==> config.mk <==
export PLATFORM = sky130hd
export DESIGN_NAME = mem_access
export DESIGN_NICKNAME = d
export VERILOG_FILES = /design/src/rtl/memacc_types_pkg.sv /design/src/rtl/memacc_bus_pkg.sv /design/src/rtl/memop_queue.sv /design/src/rtl/memop_decode.sv /design/src/rtl/memop_execute.sv /design/src/rtl/load_result.sv /design/src/rtl/mem_access.sv
export SDC_FILE = /design/constraint.sdc
export NUM_CORES = 1
export LEC_CHECK = 0
export BUFFER_PORTS_ARGS = -buffer_cell sky130_fd_sc_hd__buf_2
export CAP_MARGIN = 20
export CORE_MARGIN = 2
export CORE_UTILIZATION = 58
export DETAILED_ROUTE_END_ITERATION = 10
export PLACE_DENSITY = 0.88
export SLEW_MARGIN = 20
export SYNTH_ARGS = -nofsm -noshare
export SYNTH_HDL_FRONTEND = slang
export SYNTH_HIERARCHICAL = 1
export SYNTH_SLANG_ARGS = --single-unit
==> constraint.sdc <==
create_clock -name i_clk -period 5.7 [get_ports i_clk]
set_input_delay 1.14 -clock i_clk [delete_from_list [all_inputs] [get_ports i_clk]]
set_output_delay 1.14 -clock i_clk [all_outputs]
set_load 0.005 [all_outputs]
==> src/rtl/memacc_types_pkg.sv <==
// Memory access stage types
`default_nettype none

package memacc_types_pkg;

    localparam int ADDR_W     = 64;
    localparam int DATA_W     = 64;
    localparam int STRB_W     = DATA_W / 8;
    localparam int REG_ADDR_W = 6;
    localparam int REG_TAG_W  = 3;

    typedef logic [ADDR_W-1:0]     addr_t;       // Byte address
    typedef logic [DATA_W-1:0]     dword_t;      // One 8-byte data word
    typedef logic [STRB_W-1:0]     strb_t;       // One bit per byte lane
    typedef logic [REG_ADDR_W-1:0] reg_addr_t;   // Zero means no register write
    typedef logic [REG_TAG_W-1:0]  reg_tag_t;    // Writeback tag

    // Encoded access size
    typedef enum logic [1:0] {
        MEMOP_1B = 2'd0,
        MEMOP_2B = 2'd1,
        MEMOP_4B = 2'd2,
        MEMOP_8B = 2'd3
    } memop_size_e;

    typedef enum logic [1:0] {
        ST_IDLE,
        ST_WAIT_ACCEPT,
        ST_WAIT_RESP,
        ST_HOLD
    } access_state_e;

endpackage

`default_nettype wire

==> src/rtl/memacc_bus_pkg.sv <==
// Memory access stage buses
`default_nettype none

package memacc_bus_pkg;

    import memacc_types_pkg::*;

    // Operation as it arrives from execute
    typedef struct packed {
        logic        store;
        logic        sign_ext;
        memop_size_e size;
        addr_t       addr;
        dword_t      wdata;
        reg_addr_t   reg_addr;
        reg_tag_t    reg_tag;
    } memop_req_t;

    // Queue entry with store data already spread over the lanes
    typedef struct packed {
        logic        store;
        logic        sign_ext;
        memop_size_e size;
        addr_t       addr;
        dword_t      lane_wdata;
        strb_t       wstrb;
        logic        wena;            // Load with a real destination register
        reg_addr_t   reg_addr;
        reg_tag_t    reg_tag;
    } memop_entry_t;

    typedef struct packed {
        logic        store;
        memop_size_e size;
        addr_t       addr;
        dword_t      wdata;
        strb_t       wstrb;
    } mem_req_t;

    typedef struct packed {
        reg_addr_t waddr;
        dword_t    wdata;
        reg_tag_t  wtag;
    } wb_t;

endpackage

`default_nettype wire

==> src/rtl/memop_queue.sv <==
// Memory operation FIFO
`timescale 1ns/1ps
`default_nettype none

module memop_queue import memacc_bus_pkg::*; #(
    parameter int QUEUE_ABITS = 2
) (
    input  logic         i_clk,
    input  logic         i_nrst,
    input  logic         i_we,
    input  logic         i_re,
    input  memop_entry_t i_wdata,
    output memop_entry_t o_rdata,
    output logic         o_full,
    output logic         o_nempty
);

    localparam int DEPTH = 2 ** QUEUE_ABITS;

    memop_entry_t           mem_q [DEPTH];
    logic [QUEUE_ABITS-1:0] wr_ptr;
    logic [QUEUE_ABITS-1:0] rd_ptr;
    logic [QUEUE_ABITS:0]   count;              // Holds 0 up to DEPTH
    logic                   do_wr;
    logic                   do_rd;

    assign do_wr = i_we && !o_full;             // Write while full is dropped
    assign do_rd = i_re && o_nempty;

    always_ff @(posedge i_clk or negedge i_nrst) begin
        if (!i_nrst) begin
            wr_ptr <= '0;
            rd_ptr <= '0;
            count  <= '0;
        end else begin
            if (do_wr) wr_ptr <= wr_ptr + 1'b1; // Pointers wrap on their own
            if (do_rd) rd_ptr <= rd_ptr + 1'b1;
            case ({do_wr, do_rd})
                2'b10:   count <= count + 1'b1;
                2'b01:   count <= count - 1'b1;
                default: count <= count;
            endcase
        end
    end

    always_ff @(posedge i_clk) begin
        if (do_wr) mem_q[wr_ptr] <= i_wdata;
    end

    assign o_rdata  = mem_q[rd_ptr];            // Head is visible without a read
    assign o_full   = count[QUEUE_ABITS];       // Top bit set only at DEPTH
    assign o_nempty = |count;

endmodule

`default_nettype wire

==> src/rtl/memop_decode.sv <==
// Memory operation encoder
`timescale 1ns/1ps
`default_nettype none

module memop_decode import memacc_types_pkg::*, memacc_bus_pkg::*; (
    input  memop_req_t   i_req,
    output memop_entry_t o_entry
);

    dword_t lane_wdata;
    strb_t  size_strb;

    // Spread the low bytes over every lane and place the strobes
    always_comb begin
        case (i_req.size)
            MEMOP_1B: begin
                lane_wdata = {8{i_req.wdata[7:0]}};
                size_strb  = 8'h01 << i_req.addr[2:0];
            end
            MEMOP_2B: begin
                lane_wdata = {4{i_req.wdata[15:0]}};
                size_strb  = 8'h03 << {i_req.addr[2:1], 1'b0};
            end
            MEMOP_4B: begin
                lane_wdata = {2{i_req.wdata[31:0]}};
                size_strb  = 8'h0f << {i_req.addr[2], 2'b00};
            end
            default: begin
                lane_wdata = i_req.wdata;
                size_strb  = 8'hff;
            end
        endcase
    end

    always_comb begin
        o_entry.store      = i_req.store;
        o_entry.sign_ext   = i_req.sign_ext;
        o_entry.size       = i_req.size;
        o_entry.addr       = i_req.addr;
        o_entry.lane_wdata = lane_wdata;
        o_entry.wstrb      = i_req.store ? size_strb : '0;  // Loads write no bytes
        // Stores and loads to x0 never reach the register file
        o_entry.wena       = !i_req.store && (i_req.reg_addr != '0);
        o_entry.reg_addr   = i_req.reg_addr;
        o_entry.reg_tag    = i_req.reg_tag;
    end

endmodule

`default_nettype wire

==> src/rtl/memop_execute.sv <==
// Memory access sequencer
`timescale 1ns/1ps
`default_nettype none

module memop_execute import memacc_types_pkg::*, memacc_bus_pkg::*; (
    input  logic         i_clk,
    input  logic         i_nrst,
    input  memop_entry_t i_head,
    input  logic         i_nempty,
    output logic         o_pop,
    output logic         o_mem_valid,
    output mem_req_t     o_mem_req,
    input  logic         i_mem_req_ready,
    input  logic         i_mem_data_valid,
    input  logic         i_wb_ready,
    output logic         o_wb_wena,
    output reg_addr_t    o_wb_waddr,
    output reg_tag_t     o_wb_wtag,
    output memop_entry_t o_cur,
    output logic         o_capture,
    output logic         o_use_hold,
    output logic         o_valid,
    output logic         o_idle
);

    access_state_e state;
    access_state_e state_nxt;
    memop_entry_t  cur_q;                        // Operation in flight
    memop_entry_t  src;
    logic          issue;

    always_comb begin
        state_nxt   = state;
        issue       = 1'b0;
        o_mem_valid = 1'b0;
        o_wb_wena   = 1'b0;
        o_capture   = 1'b0;
        o_use_hold  = 1'b0;
        o_valid     = 1'b0;
        case (state)
            ST_IDLE: begin
                issue = i_nempty;
            end
            ST_WAIT_ACCEPT: begin
                o_mem_valid = 1'b1;              // Replay the registered request
                if (i_mem_req_ready) state_nxt = ST_WAIT_RESP;
            end
            ST_WAIT_RESP: begin
                if (i_mem_data_valid) begin
                    o_wb_wena = cur_q.wena;
                    if (cur_q.wena && !i_wb_ready) begin
                        o_capture = 1'b1;        // Park the load result
                        state_nxt = ST_HOLD;
                    end else begin
                        o_valid   = 1'b1;
                        issue     = i_nempty;
                        state_nxt = ST_IDLE;
                    end
                end
            end
            ST_HOLD: begin
                o_wb_wena  = 1'b1;
                o_use_hold = 1'b1;
                if (i_wb_ready) begin
                    o_valid   = 1'b1;
                    issue     = i_nempty;
                    state_nxt = ST_IDLE;
                end
            end
            default: state_nxt = ST_IDLE;
        endcase

        // Next request leaves in the same cycle as the completion
        if (issue) begin
            o_mem_valid = 1'b1;
            state_nxt   = i_mem_req_ready ? ST_WAIT_RESP : ST_WAIT_ACCEPT;
        end
    end

    always_ff @(posedge i_clk or negedge i_nrst) begin
        if (!i_nrst) state <= ST_IDLE;
        else         state <= state_nxt;
    end

    always_ff @(posedge i_clk) begin
        if (issue) cur_q <= i_head;
    end

    assign src   = issue ? i_head : cur_q;       // Head only on the issue cycle
    assign o_pop = issue;

    always_comb begin
        o_mem_req.store = src.store;
        o_mem_req.size  = src.size;
        o_mem_req.addr  = src.addr;
        o_mem_req.wdata = src.lane_wdata;
        o_mem_req.wstrb = src.wstrb;
    end

    assign o_wb_waddr = cur_q.reg_addr;
    assign o_wb_wtag  = cur_q.reg_tag;
    assign o_cur      = cur_q;
    assign o_idle     = (state == ST_IDLE) && !i_nempty;

endmodule

`default_nettype wire

==> src/rtl/load_result.sv <==
// Load data aligner
`timescale 1ns/1ps
`default_nettype none

module load_result import memacc_types_pkg::*, memacc_bus_pkg::*; (
    input  logic         i_clk,
    input  logic         i_nrst,
    input  memop_entry_t i_cur,
    input  dword_t       i_mem_data,
    input  logic         i_capture,
    input  logic         i_use_hold,
    output dword_t       o_wdata
);

    dword_t shifted;
    dword_t size_mask;
    dword_t result;
    dword_t hold_q;
    logic   sign_bit;

    // Move the addressed byte down to lane 0
    assign shifted = i_mem_data >> {i_cur.addr[2:0], 3'b000};

    always_comb begin
        case (i_cur.size)
            MEMOP_1B: begin
                size_mask = 64'h0000_0000_0000_00ff;
                sign_bit  = shifted[7];
            end
            MEMOP_2B: begin
                size_mask = 64'h0000_0000_0000_ffff;
                sign_bit  = shifted[15];
            end
            MEMOP_4B: begin
                size_mask = 64'h0000_0000_ffff_ffff;
                sign_bit  = shifted[31];
            end
            default: begin
                size_mask = '1;
                sign_bit  = shifted[63];     // Full word needs no extension
            end
        endcase
        result = (shifted & size_mask) | ((i_cur.sign_ext && sign_bit) ? ~size_mask : '0);
    end

    always_ff @(posedge i_clk or negedge i_nrst) begin
        if (!i_nrst)        hold_q <= '0;
        else if (i_capture) hold_q <= result;
    end

    assign o_wdata = i_use_hold ? hold_q : result;  // Cache data is gone during a stall

endmodule

`default_nettype wire

==> src/rtl/mem_access.sv <==
// Memory access stage
`timescale 1ns/1ps
`default_nettype none

module mem_access import memacc_types_pkg::*, memacc_bus_pkg::*; #(
    parameter int QUEUE_ABITS = 2
) (
    input  logic       i_clk,
    input  logic       i_nrst,
    input  logic       i_memop_valid,
    input  memop_req_t i_memop,
    output logic       o_memop_ready,
    output logic       o_mem_valid,
    output mem_req_t   o_mem_req,
    input  logic       i_mem_req_ready,
    input  logic       i_mem_data_valid,
    input  dword_t     i_mem_data,
    output logic       o_mem_resp_ready,
    output logic       o_wb_wena,
    output wb_t        o_wb,
    input  logic       i_wb_ready,
    output logic       o_valid,
    output logic       o_idle
);

    memop_entry_t new_entry;
    memop_entry_t head;
    memop_entry_t cur;
    logic         queue_full;
    logic         queue_nempty;
    logic         queue_we;
    logic         pop;
    logic         capture;
    logic         use_hold;
    reg_addr_t    wb_waddr;
    reg_tag_t     wb_wtag;
    dword_t       wb_wdata;

    assign queue_we         = i_memop_valid && !queue_full;
    assign o_memop_ready    = !queue_full;
    assign o_mem_resp_ready = 1'b1;              // Responses are never refused
    assign o_wb             = '{waddr: wb_waddr, wdata: wb_wdata, wtag: wb_wtag};

    memop_decode u_decode (.i_req(i_memop), .o_entry(new_entry));

    memop_queue #(.QUEUE_ABITS(QUEUE_ABITS)) u_queue (
        .i_clk(i_clk), .i_nrst(i_nrst),
        .i_we(queue_we), .i_re(pop), .i_wdata(new_entry),
        .o_rdata(head), .o_full(queue_full), .o_nempty(queue_nempty)
    );

    memop_execute u_execute (
        .i_clk(i_clk), .i_nrst(i_nrst),
        .i_head(head), .i_nempty(queue_nempty), .o_pop(pop),
        .o_mem_valid(o_mem_valid), .o_mem_req(o_mem_req),
        .i_mem_req_ready(i_mem_req_ready), .i_mem_data_valid(i_mem_data_valid),
        .i_wb_ready(i_wb_ready), .o_wb_wena(o_wb_wena),
        .o_wb_waddr(wb_waddr), .o_wb_wtag(wb_wtag),
        .o_cur(cur), .o_capture(capture), .o_use_hold(use_hold),
        .o_valid(o_valid), .o_idle(o_idle)
    );

    load_result u_result (
        .i_clk(i_clk), .i_nrst(i_nrst),
        .i_cur(cur), .i_mem_data(i_mem_data),
        .i_capture(capture), .i_use_hold(use_hold),
        .o_wdata(wb_wdata)
    );

endmodule

`default_nettype wire

== After elaboration in Yosys (flattened, before gate mapping) ==
Memory sizes are Yosys's and may differ from the RTL's.
Cells that the tools add are included.

* Multiply operators: 0
* Div/mod/pow operators: 0
* Add/subtract/negate cells: 4
* Mux-type cells: 34
* Shift operators: 4
* $lt $le $gt $ge: 0
* Equal/unequal tests: 12
* Bitwise logic cells: 3
* Reduce and logical (&&, ||, !) cells: 19

{| class="wikitable"
|+ Operator list
! operator !! count
|-
| 64-bit case mux with 3 select lines || 2
|-
| 150-bit two-way mux || 1
|-
| 64-bit two-way mux || 2
|-
| 64-bit bitwise AND || 1
|-
| 64-bit inverter || 1
|-
| 64-bit OR || 1
|-
| 64-bit by 6-bit >> shifter with 64-bit output || 1
|-
| 8-bit case mux with 3 select lines || 1
|-
| 1-bit two-way mux || 15
|-
| 2-bit two-way mux || 6
|-
| 2-bit equality test (second input constant) || 5
|-
| 3-bit inequality test (second input constant) || 3
|-
| 2-bit by 1-bit equality test with 1-bit output (second input constant) || 4
|-
| 8-bit two-way mux || 1
|-
| 1-bit by 3-bit << shifter with 8-bit output (first input constant) || 1
|-
| 2-bit by 3-bit << shifter with 8-bit output (first input constant) || 1
|-
| 4-bit by 3-bit << shifter with 8-bit output (first input constant) || 1
|-
| 1-bit logical AND || 7
|-
| 2-bit logical NOT || 3
|-
| 1-bit case mux with 3 select lines || 2
|-
| 2-bit case mux with 3 select lines || 1
|-
| 3-bit case mux with 2 select lines || 1
|-
| 6-bit nonzero test || 1
|-
| 2-bit by 1-bit adder with 2-bit output (second input constant) || 2
|-
| other kinds (8) || 12
|}

* Logic and storage cells: 91
* Output and inout bits: 218
* Input bits: 211
* Bits in registers: 223
* Bits in latches: 0
* Memories kept: 1
* Memory bits (read-only): 0
* Memory bits (writable): 600

{| class="wikitable"
|+ Memory list
! name !! depth !! bits a word !! rd ports !! clocked after memory_dff !! wr ports !! line !! text
|-
| u_queue.mem_q || 4 || 150 || 1 || 0 || 1 || memop_queue.sv:20 || <nowiki>memop_entry_t mem_q [DEPTH];</nowiki>
|}

== Longest topological paths before layout ==
* Depth after elaboration: 8
* Mapped depth: 13
* Gate-level depth less buffers: 10

== By module ==
The synthesis kept the hierarchy.

{| class="wikitable"
|+ Modules (own cells, without submodules)
! module !! instances !! cells an instance !! area each (um^2) !! seq. area each (um^2)
|-
| memop_queue || 1 || 822 || 22029.9 || 18192.4
|-
| memop_execute || 1 || 343 || 5607.9 || 3163.0
|-
| load_result || 1 || 623 || 5544.1 || 1601.5
|-
| memop_decode || 1 || 237 || 1739.2 || 0.0
|-
| mem_access || 1 || 4 || 21.3 || 0.0
|}

== Worst setup path before layout ==
Ideal clock, no wire load.

* Kind: input-to-reg
* Start: in i_memop_valid
* End: mem u_queue/mem_q[0][0] (netlist name) (enable)
* Required time: 5172 ps
* Path slack: 118 ps
* Arrival: 5055 ps
* Buffers on the path: 1
* Cell stages on the path: 4
* Cell sequence: nor2b_1 nor2b_1 clkbuf_1 and2_1

* Longest elaborated chain between the ends: 4

{| class="wikitable"
|+ RTL lines
! what !! line !! text
|-
| from (decl) || mem_access.sv:10 || <nowiki>input logic i_memop_valid,</nowiki>
|-
| 1-bit logical AND || mem_access.sv:39 || <nowiki>assign queue_we = i_memop_valid && !queue_full;</nowiki>
|-
| 1-bit logical AND || memop_queue.sv:27 || <nowiki>assign do_wr = i_we && !o_full;</nowiki>
|-
| 1-bit two-way mux || memop_queue.sv:47 || <nowiki>if (do_wr) mem_q[wr_ptr] <= i_wdata;</nowiki>
|-
| 1-bit two-way mux (not written as such) || memop_queue.sv:47 ||
|-
| to (decl) || memop_queue.sv:20 ||
|}

No other way between the ends.

==> results.sh <==
export IMPL_clockRootBuffer="clkbuf_16"
export IMPL_reg2reg_from="u_execute/o_cur[83]$_DFF_P_"
export IMPL_cp_endpoint="o_wb[65]"
export IMPL_ff2ff_path_depth=6
export IMPL_end_kind="primary output"
export IMPL_worstSkewPairLatency_ns=0.64
export IMPL_wl_um=82090
export IMPL_initial_core_util=0.5898
export IMPL_rr_endpoint="u_result/hold_q[56]$_DFFE_PN0P_"
export IMPL_cts_setup_buffers=0
export IMPL_yosys_area_share_adder=0.002363
export IMPL_clk_pin_slew_ns=0.06
export IMPL_core_area_mm2=0.05924
export IMPL_route_met2_wl_um=41170
export IMPL_fin_cells=3203
export IMPL_drtAntennaViolNets=0
export IMPL_final_util=0.6710
export IMPL_synth_avg_cell_area_um2=17.22
export IMPL_total_power_mw=23.45
export IMPL_die_y_um=249.5
export IMPL_crit_type="reg -> out"
export IMPL_muxShareOfSynthArea=0.2066
export IMPL_yosysWarnings=6
export IMPL_dpl_hpwl_um=52210
export IMPL_relSlewSlack=0.3418
export IMPL_critPathSlowestCell="nor2_1"
export IMPL_clock_path_buffers=3
export IMPL_synth_top_family_by_area="multiplexers"
export IMPL_critPathArrivalTime_ns=3.77
export IMPL_top_layer="met5"
export IMPL_cpPeakStageDelay_ns=0.76
export IMPL_place_congestion=0.9668
export IMPL_synth_top_cell_area_share=0.5251
export IMPL_drc=0
export IMPL_synth_simple_area_share=0.02600
export IMPL_track_usage=0.2627
export IMPL_vias=19770
export IMPL_htree_levels=3
export IMPL_tightestPinTransition_ns=0.9873
export IMPL_worst_slack_ns=0.7902
export IMPL_period_minus_slack_ns=4.910
export IMPL_grt_pass1_vias=20320
export IMPL_port_buffers=427
export IMPL_status="complete, no violations"
export IMPL_die_area_mm2=0.06223
export IMPL_syn_nets=2246
export IMPL_first_pass_iters=5
export IMPL_syn2layout_area_growth_pct=13.76
export IMPL_pre_cts_ws_ns=1.142
export IMPL_synth_edff_count=611
export IMPL_synth_compound_area_frac=0.05625
export IMPL_cts_sinks=823
export IMPL_netlist_top_cells_count="edfxtp_1, mux4_2, dfxtp_1, o21ai_0, buf_4"
export IMPL_reg2reg_slack_ns=2.53
export IMPL_crit_path_start="u_execute/o_cur[83]$_DFF_P_"
export IMPL_synth_xor_xnor_area_share=0.001504
export IMPL_holdWs_ns=0.4053
export IMPL_wire_per_inst_um=25.63
export IMPL_synthFlopType="edfxtp_1"
export IMPL_max_cap_violations=0
export IMPL_crit_path_start_kind="register"
export IMPL_yosysMostFrequentCell="edfxtp_1"
export IMPL_yosys_top_cells_area="edfxtp_1, mux4_2, dfxtp_1"
export IMPL_die_x_um=249.5
export IMPL_p_leak_nw=14.80
export IMPL_finalMaxSlewViolations=0
export IMPL_boundaryPins=429
export IMPL_wl_met3_um=6426
export IMPL_p_per_area_mw_per_mm2=589.9
export IMPL_wl_met1_um=30900
export IMPL_irDropWorstVdd_mv=0.3897
export IMPL_required_ns=4.56
export IMPL_rows=89
export IMPL_synth_seq_cells=823
export IMPL_fin_nets=2569
export IMPL_fin_area_mm2=0.03975
export IMPL_place_inst=3038
export IMPL_place_area_mm2=0.03680
export IMPL_setup_tns_ns=0
export IMPL_grt_max_degree=74
export IMPL_cp_max_fo=21
export IMPL_cts_buffers=83
export IMPL_fillers=3833
export IMPL_finalCritPeriodShare=0.8614
export IMPL_hold_viol=0
export IMPL_cts_tree="yes"
export IMPL_async_flop_share=0.08870
export IMPL_antenna_found_initial=8
export IMPL_clock_skew_final_ns=0.02063
export IMPL_cts_hold_buffers=0
export IMPL_drt_iter0_markers=2000
export IMPL_setup_viol=0
export IMPL_yosysSeqAreaShare=0.6570
export IMPL_syn_inst=2029
export IMPL_drive_above_1_share=0.4094
export IMPL_fmaxAchievable_mhz=203.7
export IMPL_critical_path_cell_chain="buf_4 -> nand4bb_1 -> nor2_1 -> a21oi_1 -> o21bai_1 -> o21ai_0 -> buf_2"
export IMPL_overflow=0
export IMPL_syn_area_mm2=0.03494
export IMPL_yosysUniqueCellTypes=70
export IMPL_grt_pass1_wl_um=124600
export IMPL_hold_class="in -> async"
export IMPL_synth_top_area_cell="edfxtp_1"
export IMPL_rsz0062_at_grt="no"
export IMPL_cts_resized=0
export IMPL_via_per_inst=6.172
[state kept, by name, indices dropped and copies added, names as in the netlist]
name,count
u_queue/mem_q,600
u_queue/wr_ptr,2
u_execute/o_cur,141
u_execute/state,2
u_execute/o_wb_waddr,6
u_queue/rd_ptr,2
u_result/hold_q,64
u_execute/o_wb_wtag,3
u_queue/count,3
[layout make-up]
| type | instances | area, µm² | area share |
|---|---|---|---|
| diodes | 7 | 17.52 | 0.0004407 |
| clock buffers | 111 | 2323 | 0.05845 |
| clock inverters | 45 | 563.0 | 0.01416 |
| inverters | 26 | 97.59 | 0.002455 |
| multi-input cells | 951 | 10250 | 0.2578 |
| flip-flops and latches | 823 | 22970 | 0.5778 |
| well taps | 773 | 967.2 | 0.02433 |
| repair buffers | 467 | 2565 | 0.06453 |
[cells in the final DEF (no fill, tap or decap), types with 8 or more instances in the layout]
master     synthesis  final
clkinv_2           0     16
dfrtp_1           73     71
a211oi_1          14     14
o2bb2ai_1         10     10
edfxtp_1         611    611
clkinv_1           1     10
clkbuf_16          0     84
nor2_1            49     48
o221ai_1          15     15
nand2b_1          13     13
buf_4            110     30
inv_1             24     24
buf_2             34    427
o21ai_0          116    116
a2bb2oi_1          9      9
bufinv_16          0      8
dfxtp_1          139    137
mux4_2           160    160
clkbuf_1          51     15
a22oi_1           10     10
o21ai_1           18     18
mux2_2            96     96
nand2_1           23     23
mux2_4            99     99
mux2i_1          102    102
buf_12            11      8
a21oi_1           71     71
clkbuf_8           0     12
nor2b_1           38     38
nand3_1           13     13
[logic make-up after synthesis]
group,count (synthesis)
DFF,823
muxes,459
AOI/OAI and AO/OA,310
buffers and inverters,255
and+or+nand+nor,169
adders and majority gates,6
xor gates and xnor gates,6
other,1
[critical path, delay by kind of cell, from the launching register on]
kind	cells	cell delay [ns]
simple gates	2	1.50
flops	1	0.60
buf+inv	2	0.55
compound gates	3	0.48
[per-layer routing]
| metal | global-route usage | vias up |
|---|---|---|
| met3 | 0.05622 | 220 |
| met4 | 0.1148 | 2 |
| li1 | - | 8479 |
| met2 | 0.4347 | 1081 |
| met1 | 0.3381 | 9987 |
| met5 | 0 | - |
[worst min path at each step]
stage	end
final	u_result/hold_q[1]$_DFFE_PN0P_
after global routing	u_result/hold_q[1]$_DFFE_PN0P_
after CTS	u_result/hold_q[1]$_DFFE_PN0P_
after detailed placement	u_execute/o_cur[77]$_DFF_P_
after global placement	u_execute/o_cur[25]$_DFF_P_
after floorplan	u_execute/o_cur[138]$_DFF_P_
[power breakdown]
part           total, mW  switching [mW]  internal (mW)
Clock               5.61            2.33           3.27
Sequential          8.44           0.645           7.79
Combinational       9.41            4.82           4.59
Total               23.4            7.80           15.7
No activity file was read; power rests on OpenSTA's default activity.
